**config.mk**
```make
export PLATFORM = sky130hd
export DESIGN_NAME = sv32_mmu
export DESIGN_NICKNAME = d
export VERILOG_FILES = /design/src/verilog/mmu_pkg.sv /design/src/verilog/mmu_translator.sv /design/src/verilog/page_table_walker.sv /design/src/verilog/sv32_mmu.sv /design/src/verilog/tlb_array.sv
export SDC_FILE = /design/constraint.sdc
export NUM_CORES = 1
export LEC_CHECK = 0
export BUFFER_PORTS_ARGS = -buffer_cell sky130_fd_sc_hd__buf_4
export CORE_MARGIN = 2
export CORE_UTILIZATION = 57
export CTS_CLUSTER_SIZE = 28
export DETAILED_ROUTE_END_ITERATION = 10
export HOLD_SLACK_MARGIN = 0.06
export PLACE_DENSITY = 0.77
export SKIP_LAST_GASP = 1
export SYNTH_ARGS = -nofsm -noshare
export SYNTH_HDL_FRONTEND = slang
export SYNTH_SLANG_ARGS = --single-unit
```
**constraint.sdc**
```tcl
create_clock -name clk -period 7 [get_ports clk]
set_input_delay 0 -clock clk [delete_from_list [all_inputs] [get_ports clk]]
set_output_delay 0 -clock clk [all_outputs]
set_load 0.02 [all_outputs]
```
**src/verilog/mmu_pkg.sv**
```systemverilog
package mmu_pkg;

  // ============================================================
  // sv32 geometry
  // ============================================================
  localparam int page_shift      = 12;  // 4 KiB page offset
  localparam int vpn_width       = 20;  // vpn1 + vpn0
  localparam int vpn_part_width  = 10;  // one vpn level, also ppn0
  localparam int ppn_width       = 22;  // ppn1 + ppn0
  localparam int pte_bytes       = 4;   // table index stride
  localparam int tlb_entries     = 8;
  localparam int tlb_index_width = 3;

  // raw pte as read from memory
  typedef struct packed {
    logic [ppn_width-vpn_part_width-1:0] ppn1;  // 12 bits
    logic [vpn_part_width-1:0]           ppn0;
    logic [1:0]                          rsw;   // software bits, ignored
    logic                                d;
    logic                                a;
    logic                                g;
    logic                                u;
    logic                                x;
    logic                                w;
    logic                                r;
    logic                                v;
  } pte_t;

  typedef struct packed {
    logic                 mode;  // 1 = sv32
    logic [8:0]           asid;  // not used for tagging
    logic [ppn_width-1:0] ppn;   // root table
  } satp_t;

  typedef enum logic [1:0] {
    access_load,
    access_store,
    access_fetch
  } access_t;

  typedef enum logic [1:0] {
    priv_user       = 2'd0,
    priv_supervisor = 2'd1,
    priv_machine    = 2'd3
  } priv_t;

  typedef struct packed {
    logic [31:0] vaddr;
    access_t     access;
    priv_t       priv;
  } mmu_req_t;

  // low byte of the pte, same bit order
  typedef struct packed {
    logic d;
    logic a;
    logic g;
    logic u;
    logic x;
    logic w;
    logic r;
    logic v;
  } pte_flags_t;

  typedef struct packed {
    logic [vpn_width-1:0] vpn;       // vpn0 zero for megapages
    logic [ppn_width-1:0] ppn;
    pte_flags_t           flags;
    logic                 megapage;  // leaf found at level 1
  } tlb_entry_t;

  typedef struct packed {
    logic       valid;
    tlb_entry_t entry;
  } tlb_fill_t;

  typedef enum logic [1:0] {
    walk_idle,
    walk_req_l1,
    walk_req_l0,
    walk_done
  } walk_state_t;

  // ============================================================
  // leaf permission check
  // ============================================================
  function automatic logic access_allowed(input pte_flags_t flags, input access_t access,
                                          input priv_t priv, input logic sum, input logic mxr);
    logic ok;
    ok = flags.v && (flags.r || flags.x);  // must be a valid leaf
    if (flags.w && !flags.r) ok = 1'b0;    // reserved encoding
    if ((priv == priv_user) && !flags.u) ok = 1'b0;
    if ((priv == priv_supervisor) && flags.u && !sum) ok = 1'b0;
    case (access)
      access_fetch: ok = ok && flags.x;
      access_store: ok = ok && flags.w;
      default:      ok = ok && (flags.r || (flags.x && mxr));  // load, mxr opens x pages
    endcase
    return ok;
  endfunction

endpackage

```
**src/verilog/mmu_translator.sv**
```systemverilog
`timescale 1ns/1ps

module mmu_translator (
  input  logic                          clk,
  input  logic                          reset_n,
  input  logic                          req_valid,
  input  mmu_pkg::mmu_req_t             req,
  input  mmu_pkg::satp_t                satp,
  input  logic                          sum,
  input  logic                          mxr,
  output logic                          resp_ready,
  output logic [31:0]                   resp_paddr,
  output logic                          resp_page_fault,
  output logic [31:0]                   resp_fault_vaddr,
  output logic [mmu_pkg::vpn_width-1:0] lookup_vpn,
  input  logic                          lookup_hit,
  input  mmu_pkg::tlb_entry_t           lookup_entry,
  output logic                          walk_start,
  output logic [31:0]                   walk_vaddr,
  output logic [mmu_pkg::ppn_width-1:0] walk_root_ppn,
  input  logic                          walk_done,
  input  logic                          walk_fault
);
  import mmu_pkg::*;

  typedef enum logic [1:0] {
    tr_idle,
    tr_wait_walk,
    tr_retry,
    tr_respond  // resp_ready cycle, req_valid ignored
  } tr_state_t;

  tr_state_t                       state;
  logic                            bare;
  logic                            allowed;
  logic                            respond_now;
  logic                            fault_now;
  logic                            need_walk;
  logic [31:0]                     paddr_now;
  logic [ppn_width+page_shift-1:0] pa_full;  // 34-bit physical address

  // req is held stable by the core until resp_ready
  assign lookup_vpn    = req.vaddr[31:page_shift];
  assign walk_vaddr    = req.vaddr;
  assign walk_root_ppn = satp.ppn;
  assign bare          = !satp.mode || (req.priv == priv_machine);
  assign allowed       = access_allowed(lookup_entry.flags, req.access, req.priv, sum, mxr);

  // ============================================================
  // physical address from the hit entry
  // ============================================================
  always_comb begin
    if (lookup_entry.megapage) begin
      // 4 MiB, ppn1 over the low 22 bits of the vaddr
      pa_full = {lookup_entry.ppn[ppn_width-1:vpn_part_width],
                 req.vaddr[page_shift+vpn_part_width-1:0]};
    end else begin
      pa_full = {lookup_entry.ppn, req.vaddr[page_shift-1:0]};
    end
  end

  // ============================================================
  // decide this cycle
  // ============================================================
  always_comb begin
    respond_now = 1'b0;
    fault_now   = 1'b0;
    need_walk   = 1'b0;
    paddr_now   = pa_full[31:0];
    case (state)
      tr_idle: begin
        if (req_valid && bare) begin
          respond_now = 1'b1;
          paddr_now   = req.vaddr;  // pa = va
        end else if (req_valid && lookup_hit) begin
          respond_now = 1'b1;
          fault_now   = !allowed;   // cached fault needs no walk
        end else if (req_valid) begin
          need_walk = 1'b1;
        end
      end
      tr_wait_walk: begin
        if (walk_done && walk_fault) begin
          respond_now = 1'b1;
          fault_now   = 1'b1;
        end
      end
      tr_retry: begin
        respond_now = lookup_hit;
        fault_now   = lookup_hit && !allowed;
        need_walk   = !lookup_hit;  // flushed meanwhile, walk again
      end
      default: ;
    endcase
  end

  always_ff @(posedge clk or negedge reset_n) begin
    if (!reset_n) begin
      state           <= tr_idle;
      resp_ready      <= 1'b0;
      resp_page_fault <= 1'b0;
      walk_start      <= 1'b0;
    end else begin
      resp_ready      <= respond_now;
      resp_page_fault <= fault_now;
      walk_start      <= need_walk;  // walker starts next cycle
      if (respond_now) begin
        state <= tr_respond;
      end else if (need_walk) begin
        state <= tr_wait_walk;
      end else if ((state == tr_wait_walk) && walk_done) begin
        state <= tr_retry;          // entry filled, look up again
      end else if (state == tr_respond) begin
        state <= tr_idle;
      end
    end
  end

  // result payload
  always_ff @(posedge clk) begin
    if (respond_now) begin
      resp_paddr       <= paddr_now;
      resp_fault_vaddr <= req.vaddr;
    end
  end

endmodule

```
**src/verilog/page_table_walker.sv**
```systemverilog
`timescale 1ns/1ps

module page_table_walker (
  input  logic                          clk,
  input  logic                          reset_n,
  input  logic                          walk_start,
  input  logic [31:0]                   walk_vaddr,
  input  logic [mmu_pkg::ppn_width-1:0] walk_root_ppn,
  output logic                          walk_done,
  output logic                          walk_fault,
  output mmu_pkg::tlb_fill_t            fill,
  output logic                          mem_req_valid,
  output logic [31:0]                   mem_req_addr,
  input  logic                          mem_resp_valid,
  input  mmu_pkg::pte_t                 mem_resp_data
);
  import mmu_pkg::*;

  walk_state_t               state;
  logic [31:0]               vaddr_q;     // address under walk
  logic [vpn_part_width-1:0] vpn0;
  logic                      leaf;
  logic                      resp_taken;  // response for the open read
  logic                      fill_valid;
  tlb_entry_t                fill_entry;

  // table base * 4096 + index * pte size, kept to 32 bits
  function automatic logic [31:0] pte_addr(input logic [ppn_width-1:0] ppn,
                                           input logic [vpn_part_width-1:0] idx);
    logic [ppn_width+page_shift-1:0] full;
    full = {ppn, {page_shift{1'b0}}} + (ppn_width + page_shift)'(idx * pte_bytes);
    return full[31:0];
  endfunction

  assign vpn0       = vaddr_q[page_shift +: vpn_part_width];
  assign leaf       = mem_resp_data.r || mem_resp_data.x;
  assign resp_taken = mem_req_valid && mem_resp_valid;
  assign fill       = '{valid: fill_valid, entry: fill_entry};

  // ============================================================
  // walk FSM
  // ============================================================
  always_ff @(posedge clk or negedge reset_n) begin
    if (!reset_n) begin
      state         <= walk_idle;
      mem_req_valid <= 1'b0;
      walk_done     <= 1'b0;
      walk_fault    <= 1'b0;
      fill_valid    <= 1'b0;
    end else begin
      walk_done  <= 1'b0;  // pulses
      fill_valid <= 1'b0;
      case (state)
        walk_idle: begin
          if (walk_start) begin
            state         <= walk_req_l1;
            mem_req_valid <= 1'b1;
          end
        end
        walk_req_l1, walk_req_l0: begin
          if (!mem_req_valid) begin
            mem_req_valid <= 1'b1;  // level-0 read, one idle cycle after level 1
          end else if (mem_resp_valid) begin
            mem_req_valid <= 1'b0;
            if (!mem_resp_data.v || (!leaf && (state == walk_req_l0))) begin
              walk_done  <= 1'b1;
              walk_fault <= 1'b1;  // no fill
              state      <= mmu_pkg::walk_done;
            end else if (leaf) begin
              fill_valid <= 1'b1;  // cached even if it denies the access
              walk_done  <= 1'b1;
              walk_fault <= 1'b0;
              state      <= mmu_pkg::walk_done;
            end else begin
              state <= walk_req_l0;  // pointer to next table
            end
          end
        end
        mmu_pkg::walk_done: state <= walk_idle;
        default:            state <= walk_idle;
      endcase
    end
  end

  // ============================================================
  // address and fill payload
  // ============================================================
  always_ff @(posedge clk) begin
    if ((state == walk_idle) && walk_start) begin
      vaddr_q      <= walk_vaddr;
      mem_req_addr <= pte_addr(walk_root_ppn, walk_vaddr[31 -: vpn_part_width]);
    end else if (resp_taken) begin
      mem_req_addr        <= pte_addr({mem_resp_data.ppn1, mem_resp_data.ppn0}, vpn0);
      fill_entry.vpn      <= vaddr_q[31:page_shift];
      fill_entry.ppn      <= {mem_resp_data.ppn1, mem_resp_data.ppn0};
      fill_entry.flags    <= pte_flags_t'(mem_resp_data[7:0]);
      fill_entry.megapage <= (state == walk_req_l1);
    end
  end

endmodule

```
**src/verilog/sv32_mmu.sv**
```systemverilog
`timescale 1ns/1ps

module sv32_mmu (
  input  logic              clk,
  input  logic              reset_n,
  input  logic              req_valid,
  input  mmu_pkg::mmu_req_t req,
  output logic              resp_ready,
  output logic [31:0]       resp_paddr,
  output logic              resp_page_fault,
  output logic [31:0]       resp_fault_vaddr,
  input  mmu_pkg::satp_t    satp,
  input  logic              sum,
  input  logic              mxr,
  input  logic              tlb_flush_all,
  input  logic              tlb_flush_page,
  input  logic [31:0]       tlb_flush_vaddr,
  output logic              mem_req_valid,
  output logic [31:0]       mem_req_addr,
  input  logic              mem_resp_valid,
  input  mmu_pkg::pte_t     mem_resp_data
);
  import mmu_pkg::*;

  // ============================================================
  // internal links
  // ============================================================
  logic [vpn_width-1:0] lookup_vpn;
  logic                 lookup_hit;
  tlb_entry_t           lookup_entry;
  logic                 walk_start;
  logic [31:0]          walk_vaddr;
  logic [ppn_width-1:0] walk_root_ppn;
  logic                 walk_done;
  logic                 walk_fault;
  tlb_fill_t            fill;  // walker -> tlb

  mmu_translator translator_i (
    .clk              (clk),
    .reset_n          (reset_n),
    .req_valid        (req_valid),
    .req              (req),
    .satp             (satp),
    .sum              (sum),
    .mxr              (mxr),
    .resp_ready       (resp_ready),
    .resp_paddr       (resp_paddr),
    .resp_page_fault  (resp_page_fault),
    .resp_fault_vaddr (resp_fault_vaddr),
    .lookup_vpn       (lookup_vpn),
    .lookup_hit       (lookup_hit),
    .lookup_entry     (lookup_entry),
    .walk_start       (walk_start),
    .walk_vaddr       (walk_vaddr),
    .walk_root_ppn    (walk_root_ppn),
    .walk_done        (walk_done),
    .walk_fault       (walk_fault)
  );

  tlb_array tlb_i (
    .clk             (clk),
    .reset_n         (reset_n),
    .lookup_vpn      (lookup_vpn),
    .lookup_hit      (lookup_hit),
    .lookup_entry    (lookup_entry),
    .fill            (fill),
    .tlb_flush_all   (tlb_flush_all),
    .tlb_flush_page  (tlb_flush_page),
    .tlb_flush_vaddr (tlb_flush_vaddr)
  );

  page_table_walker walker_i (
    .clk            (clk),
    .reset_n        (reset_n),
    .walk_start     (walk_start),
    .walk_vaddr     (walk_vaddr),
    .walk_root_ppn  (walk_root_ppn),
    .walk_done      (walk_done),
    .walk_fault     (walk_fault),
    .fill           (fill),
    .mem_req_valid  (mem_req_valid),
    .mem_req_addr   (mem_req_addr),
    .mem_resp_valid (mem_resp_valid),
    .mem_resp_data  (mem_resp_data)
  );

endmodule

```
**src/verilog/tlb_array.sv**
```systemverilog
`timescale 1ns/1ps

module tlb_array (
  input  logic                          clk,
  input  logic                          reset_n,
  input  logic [mmu_pkg::vpn_width-1:0] lookup_vpn,
  output logic                          lookup_hit,
  output mmu_pkg::tlb_entry_t           lookup_entry,
  input  mmu_pkg::tlb_fill_t            fill,
  input  logic                          tlb_flush_all,
  input  logic                          tlb_flush_page,
  input  logic [31:0]                   tlb_flush_vaddr
);
  import mmu_pkg::*;

  tlb_entry_t                 tlb_q [tlb_entries];  // entry payload
  logic [tlb_entries-1:0]     valid;
  logic [tlb_entries-1:0]     next_valid;
  logic [tlb_entries-1:0]     hit_vec;
  logic [tlb_entries-1:0]     slot_fill;
  logic [tlb_entries-1:0]     flush_hit;
  logic [tlb_index_width-1:0] victim;               // round-robin pointer
  logic [vpn_width-1:0]       flush_vpn;
  tlb_entry_t                 fill_entry;

  // megapage entries only compare vpn1
  function automatic logic entry_matches(input tlb_entry_t e, input logic [vpn_width-1:0] vpn);
    logic upper_eq;
    upper_eq = (e.vpn[vpn_width-1:vpn_part_width] == vpn[vpn_width-1:vpn_part_width]);
    if (e.megapage) return upper_eq;
    return upper_eq && (e.vpn[vpn_part_width-1:0] == vpn[vpn_part_width-1:0]);
  endfunction

  assign flush_vpn = tlb_flush_vaddr[31:page_shift];

  // store megapages with vpn0 cleared
  always_comb begin
    fill_entry = fill.entry;
    if (fill.entry.megapage) fill_entry.vpn[vpn_part_width-1:0] = '0;
  end

  // ============================================================
  // lookup, fully associative
  // ============================================================
  always_comb begin
    lookup_entry = '0;
    for (int i = 0; i < tlb_entries; i++) begin
      hit_vec[i] = valid[i] && entry_matches(tlb_q[i], lookup_vpn);
      if (hit_vec[i]) lookup_entry = tlb_q[i];
    end
  end

  assign lookup_hit = |hit_vec;

  // ============================================================
  // fill and flush
  // ============================================================
  always_comb begin
    for (int i = 0; i < tlb_entries; i++) begin
      slot_fill[i] = fill.valid && (victim == tlb_index_width'(i));
      // flush checks the entry the slot holds after this cycle
      flush_hit[i] = tlb_flush_all ||
                     (tlb_flush_page &&
                      entry_matches(slot_fill[i] ? fill_entry : tlb_q[i], flush_vpn));
      next_valid[i] = (valid[i] || slot_fill[i]) && !flush_hit[i];  // flush wins
    end
  end

  always_ff @(posedge clk or negedge reset_n) begin
    if (!reset_n) begin
      valid  <= '0;
      victim <= '0;
    end else begin
      valid <= next_valid;
      if (fill.valid) victim <= victim + 1'b1;  // advance on every fill
    end
  end

  always_ff @(posedge clk) begin
    if (fill.valid) tlb_q[victim] <= fill_entry;
  end

endmodule
```
==> out/qor.csv, run 1 <==
metric,value,unit
Max VDD drop,0.292,mV
final setup TNS,0,ns
Syn Area/Cell,13.3,um^2
Synth Area in Simple Gates,0.0818,
max_cap viols,0,
Final setup viols,0,
Post-Layout Cell Count,2758,
vias in the first global route,17400,
Tcrit/Tclk final,0.652,
I/O Buffers,206,
largest family of logic cells by synthesized area,XOR/XNOR gates,
CP required,7.48,ns
leakage dissipation,0.0108,uW
die area,0.0457,mm^2
placed insts,2556,
H-tree levels,2,
largest net degree at the start of global routing,63,
type of the worst setup path,register to register,
share of the synthesized area in the top cell type,0.618,
core area,0.0433,mm^2
total track usage,0.309,
CTS max path bufs,3,
max_slew headroom,0.103,
status,"complete, no violations",
XOR/XNOR share of the synthesized area,0.112,
min-delay worst type,input pin to register,
vias per cell,6.15,
Final #Nets,2280,
Tightest Pin Transition,1.34,ns
Via Count,17000,
DRT Pass-1 Iters,6,
CTS-repair resized insts,0,
synth cell count leaders,"516 x edfxtp_1, 196 x xnor2_1, 134 x nor2_1",
Adder-Cell Fraction of Synth Area,0.00598,
"Slowest-stage cell, CP",dlygate4sd3_1,
clk sinks,538,
worst hold slack,0.0786,ns
Num CTS Buffers,53,
WP data arrival,5.05,ns
clock skew,0.0134,ns
Fmax achieved,219,MHz
CP Cell Sequence,xnor2_1 -> nand4_1 -> nor4_1 -> o21a_2 -> buf_4 -> nand2_1 -> nand2_1 -> nor3_1 -> nor2_1 -> mux2i_1 -> dlygate4sd3_1 -> a31oi_1 -> dlygate4sd3_1,
# diodes,0,
io pins,239,
Hold Buf Count CTS,102,
Root Driver,clkbuf_16,
"CTS clk-pin slew, worst paths",0.07,ns
CTS tree,yes,
Worst path top cell family by delay,buffers and inverters,
most frequent cell after synthesis,edfxtp_1,
DIE HEIGHT,214,um
unrepaired setup endpoints after global routing,no,
Final GP Congestion,0.914,
"Top FF cell, synth",edfxtp_1,
Die Wd,214,um
sequential area share after synthesis,0.640,
Detailed Place HPWL,41600,um
WL final,70300,um
Post-Synthesis Cells,1880,
Synth Cell Area,0.0251,mm^2
"Buf+Inv Stages, Crit Path",3,
Crit path largest cell delay,0.58,ns
fin crit period,4.56,ns
DRT iter0 DRCs,1945,
#FFs+latches synth,538,
Netlist cell types,67,
critical path peak fanout,34,
postcts setup bufs,0,
Rows,76,
global-route wire length before repair,103000,um
synthesis-to-layout area growth,18.6,%
initial core utilization,0.580,
Residual DRC,0,
Synth area leader,edfxtp_1,
Post-synth EDFFs,516,
post-synthesis mux area share,0.0535,
grt ovf,0,
pins over their slew limit,0,
"Hold Vio Cnt, Final",0,
synth warn,0,
layout cells sized above 1,0.177,
CP Launch Type,register,
Compound-Gate Fraction of Synth Area,0.0717,
initial antenna violation count,0,
Clock Latency Late Sink,0.61,ns
post-route antenna net violation count,0,
Pwr per Cell Area,290,mW/mm^2
asr flop ratio synth,0.0409,
"top cells by area, synth","edfxtp_1 62%, xnor2_1 6.8%, xor2_1 4.4%",
Worst setup EP type,register,
routed len/inst,25.5,um
## cells by family (layout without fill, tap and decap cells)
| logic type | Yosys count | after routing |
|---|---|---|
| XOR/XNOR | 321 | 321 |
| multiplexers | 129 | 129 |
| buffers and inverters | 175 | 467 |
| AO/OA/AOI/OAI | 267 | 267 |
| adder cells (fa/ha/maj) | 12 | 12 |
| AND/OR/NAND/NOR | 437 | 437 |
| other | 1 | 2 |
| flip-flops | 538 | 538 |
## cell type report
type / count / area (um^2)
clock buffers: 70 / 1470
well taps: 585 / 732
clock inverters: 30 / 329
multi-input cells: 1168 / 8260
inverters: 29 / 109
fillers: 2837 / 13500
flip-flops and latches: 538 / 16000
repair buffers: 338 / 2800
## where the power goes
group	internal [uW]	switching [uW]
clock network	1740	1220
logic	500	890
registers	4000	274
total	6240	2390
## registers in the layout (all words and copies together), names as in the netlist
register / count
tlb_i.victim: 3
walker_i.fill_valid: 1
translator_i.state: 2
walker_i.walk_fault: 1
walker_i.mem_req_addr: 30
translator_i.resp_fault_vaddr: 32
translator_i.resp_ready: 1
translator_i.resp_paddr: 20
translator_i.resp_page_fault: 1
walker_i.state: 2
walker_i.fill: 46
translator_i.walk_start: 1
walker_i.walk_done: 1
tlb_i.tlb_q: 368
tlb_i.valid: 8
walker_i.mem_req_valid: 1
walker_i.vaddr_q: 20
## worst min-delay path, stage by stage
cell and delay, ns:
buf_4 0.21, xor2_1 0.09, nand4_1 0.10, a2111oi_0 0.06, nor3_1 0.14
## routing by layer
| metal | global-route usage | share of wire | wire length, um |
|---|---|---|---|
| met1 | 0.398 | 0.37 | 26200 |
| met2 | 0.515 | 0.49 | 34600 |
| met3 | 0.0505 | 0.092 | 6460 |
| met4 | 0.147 | 0.043 | 2990 |
| met5 | 0 | 0 | 0 |
## final timing paths
path                                           start                            to  slack (ns)  cells after the start
worst min register to register  walker_i.vaddr_q[25]             walker_i.fill[44]        0.42                      0
worst max register to register    tlb_i.tlb_q[3][34]  translator_i.resp_page_fault        2.44                     13
worst min-delay path             tlb_flush_vaddr[22]                tlb_i.valid[7]        0.08                      5
worst max-delay path              tlb_i.tlb_q[3][34]  translator_i.resp_page_fault        2.44                     13
min in group asynchronous                    reset_n                tlb_i.valid[2]        0.42                      4
max in group asynchronous                    reset_n            walker_i.walk_done        6.40                      4
## metrics by stage
step / utilization / setup WS (ns) / area (um^2) / power (uW)
floorplan: - / 0.793 / 25100 / 5060
global placement: 0.622 / 2.88 / 26900 / 5590
detailed placement: 0.622 / 2.77 / 26900 / 5640
CTS: 0.688 / 2.57 / 29800 / 8610
global route: 0.688 / 2.20 / 29800 / 8860
finish: 0.688 / 2.44 / 29800 / 8630
## layout by cell type (no fill, tap or decap), types with 6 or more instances in the layout
master / count
nor3_1: 25
a22o_1: 11
clkinv_2: 7
xnor2_1: 196
a211oi_1: 24
nand3_1: 58
buf_4: 236
dlygate4sd3_1: 101
nand4_1: 51
o21ai_0: 52
a221oi_1: 14
clkinv_1: 10
a211o_1: 9
mux2_2: 40
a21oi_1: 81
mux2i_1: 89
nor4_1: 24
ha_1: 12
edfxtp_1: 516
xor2_1: 125
clkbuf_1: 11
dfrtp_1: 22
inv_1: 28
bufinv_16: 7
o31ai_1: 6
nand2_1: 108
nor2_1: 127
a311oi_1: 22
nand2b_1: 11
clkbuf_16: 55
nor2_4: 7
o32ai_1: 10
(Power assumes the default switching activity.)
==> run 2, diff against run 1 <==
CORE_UTILIZATION = 54   (was 57)
clock period = 3.75 ns   (was 7 ns; I/O delays follow)
==> run 2 against run 1 <==
Against the previous run:
- register-to-register slack worse by 2.2 ns
- total power is 88% higher
- critical path depth is 2 lower
==> out/qor.csv, run 2 (synthesis gave the netlist of run 1 again) <==
metric,value,unit,change
die area,0.0482,mm^2,+5.5%
largest net degree at the start of global routing,47,,-25%
leakage dissipation,0.0110,uW,+2.3%
I/O Buffers,206,,unchanged
DIE HEIGHT,220,um,+2.7%
Num CTS Buffers,54,,+1.9%
Tightest Pin Transition,1.26,ns,-0.0789 ns
CP Launch Type,register,,
io pins,239,,unchanged
area of the multi-input gates,0.00828,mm^2,+0.21%
H-tree levels,2,,unchanged
Pwr per Cell Area,537,mW/mm^2,+85%
final setup TNS,0,ns,unchanged
WL final,71900,um,+2.2%
"commonest non-fill, non-tap cell in the layout",edfxtp_1,,
postcts setup bufs,0,,unchanged
core area,0.0456,mm^2,+5.3%
routed len/inst,25.5,um,+0.17%
clk sinks,538,,unchanged
type of the worst setup path,register to register,,
CP required,4.24,ns,-3.24 ns
Reg2Reg Launch Point,walker_i.fill_valid,,
Rows,78,,+2.6%
Max VDD drop,0.433,mV,+48%
Detailed Place HPWL,44000,um,+5.8%
post-route antenna net violation count,0,,unchanged
"CTS clk-pin slew, worst paths",0.06,ns,about the same
Layout Utilization,0.662,,-0.0252
vias per cell,6.12,,-0.42%
Worst setup EP type,register,,
Final GP Congestion,0.898,,-1.7%
Final setup viols,0,,unchanged
critical path peak fanout,15,,-56%
total track usage,0.297,,-0.0120
Critical path origin,walker_i.fill_valid,,
WP data arrival,4.01,ns,-1.04 ns
register area,0.0160,mm^2,about the same
fin crit period,3.52,ns,-1.05 ns
"commonest non-fill, non-tap cells in the layout","516 x edfxtp_1, 270 x buf_4, 196 x xnor2_1, 127 x nor2_1, 125 x xor2_1",,
initial antenna violation count,1,,+1
DRT iter0 DRCs,1935,,-0.51%
unrepaired setup endpoints after global routing,no,,
global-route wire length before repair,104000,um,+1.1%
"Hold Vio Cnt, Final",0,,unchanged
initial core utilization,0.551,,-0.0294
Die Wd,220,um,+2.7%
# fillers,3084,,+8.7%
Crit path largest cell delay,0.69,ns,+0.11 ns
Clock Latency Late Sink,0.62,ns,about the same
pins over their slew limit,0,,unchanged
max reg flops,368,,unchanged
"Slowest-stage cell, CP",dfrtp_1,,
max_slew headroom,0.152,,+0.0491
status,"complete, no violations",,
Fmax achieved,284,MHz,+30%
DRT Pass-1 Iters,6,,unchanged
Largest Register,tlb_i.tlb_q,,
vias in the first global route,17100,,-1.7%
layout cells sized above 1,0.194,,+0.0170
Residual DRC,0,,unchanged
min-delay src,tlb_flush_vaddr[16],,
Final #Nets,2327,,+2.1%
Via Count,17200,,+1.6%
CTS tree,yes,,
clock skew,0.0152,ns,+0.00180 ns
grt ovf,0,,unchanged
CP Cell Sequence,nor2b_1 -> buf_4 -> nand2_1 -> buf_4 -> mux2i_1 -> xor2_1 -> nand3_1 -> dlygate4sd3_1 -> a2111oi_0 -> dlygate4sd3_1 -> nor3_1,,
CTS max path bufs,3,,unchanged
max_cap viols,0,,unchanged
Root Driver,clkbuf_16,,
Tcrit/Tclk final,0.937,,+0.285
min-delay worst type,input pin to register,,
synthesis-to-layout area growth,20.3,%,
-- run 2: cell types whose count changed in the layout (fill, tap and decap cells not counted), sizes merged --
cell,change
clkinv,+5
buf,+39
diode,+1
clkinvlp,-3
clkbuf,-7
dlygate4sd3,+7
-- run 2: area by class of cell --
class,count,share of cell area
diodes,1,0.0000829
multi-input cells,1168,0.274
inverters,29,0.00361
clock inverters,32,0.0112
flip-flops and latches,538,0.532
repair buffers,384,0.107
well taps,600,0.0249
clock buffers,63,0.0476
-- run 2: power by group --
group          internal, uW  switching, uW
Combinational          1010           1750
Sequential             7470            508
Clock                  3200           2290
Total                 11700           4550
-- run 2: timing repair --
| action | 4_1_cts | 5_1_grt |
|---|---|---|
| resized for setup | 0 | 3 |
| endpoints found under the setup margin | 0 | 3 |
| hold buffers | 109 | 0 |
| hold endpoints to repair | 178 | 0 |
-- run 2: path summary, 6_finish.rpt --
check	to	cells after the start	slack (ns)
setup / recovery	tlb_i.valid[1]	11	0.23
hold / removal	tlb_i.valid[2]	5	0.1
setup reg to reg	tlb_i.valid[1]	11	0.23
hold reg to reg	walker_i.fill[50]	0	0.42
max in group asynchronous	tlb_i.victim[1]	4	3.14
min in group asynchronous	tlb_i.valid[3]	4	0.42
-- run 2: layer usage --
metal  track usage  routed length [um]
met1         0.381               26300
met2         0.491               34600
met3        0.0491                7440
met4         0.145                3570
met5             0                   0
-- run 2: stage by stage --
step                power [uW]  area (um^2)  instances  setup WS, ns  hold WS [ns]
finish                   16200        30200       2815         0.235        0.0986
global route             16700        30200       2815        0.0357         0.100
CTS                      16200        30200       2814        0.0839        0.0683
detailed placement       10700        27300       2610         0.448       -0.0546
global placement         10600        27300       2610         0.553       -0.0546
floorplan                 9430        25100       1881         0.245        -0.296
-- run 2: worst max-delay path: cells and delay by family (launching register included) --
kind / cells / cell delay, ns
simple gates: 4 / 0.46
buf+inv: 4 / 1.55
mux: 1 / 0.19
xor+xnor: 1 / 0.18
compound gates: 1 / 0.31
flops: 1 / 0.69
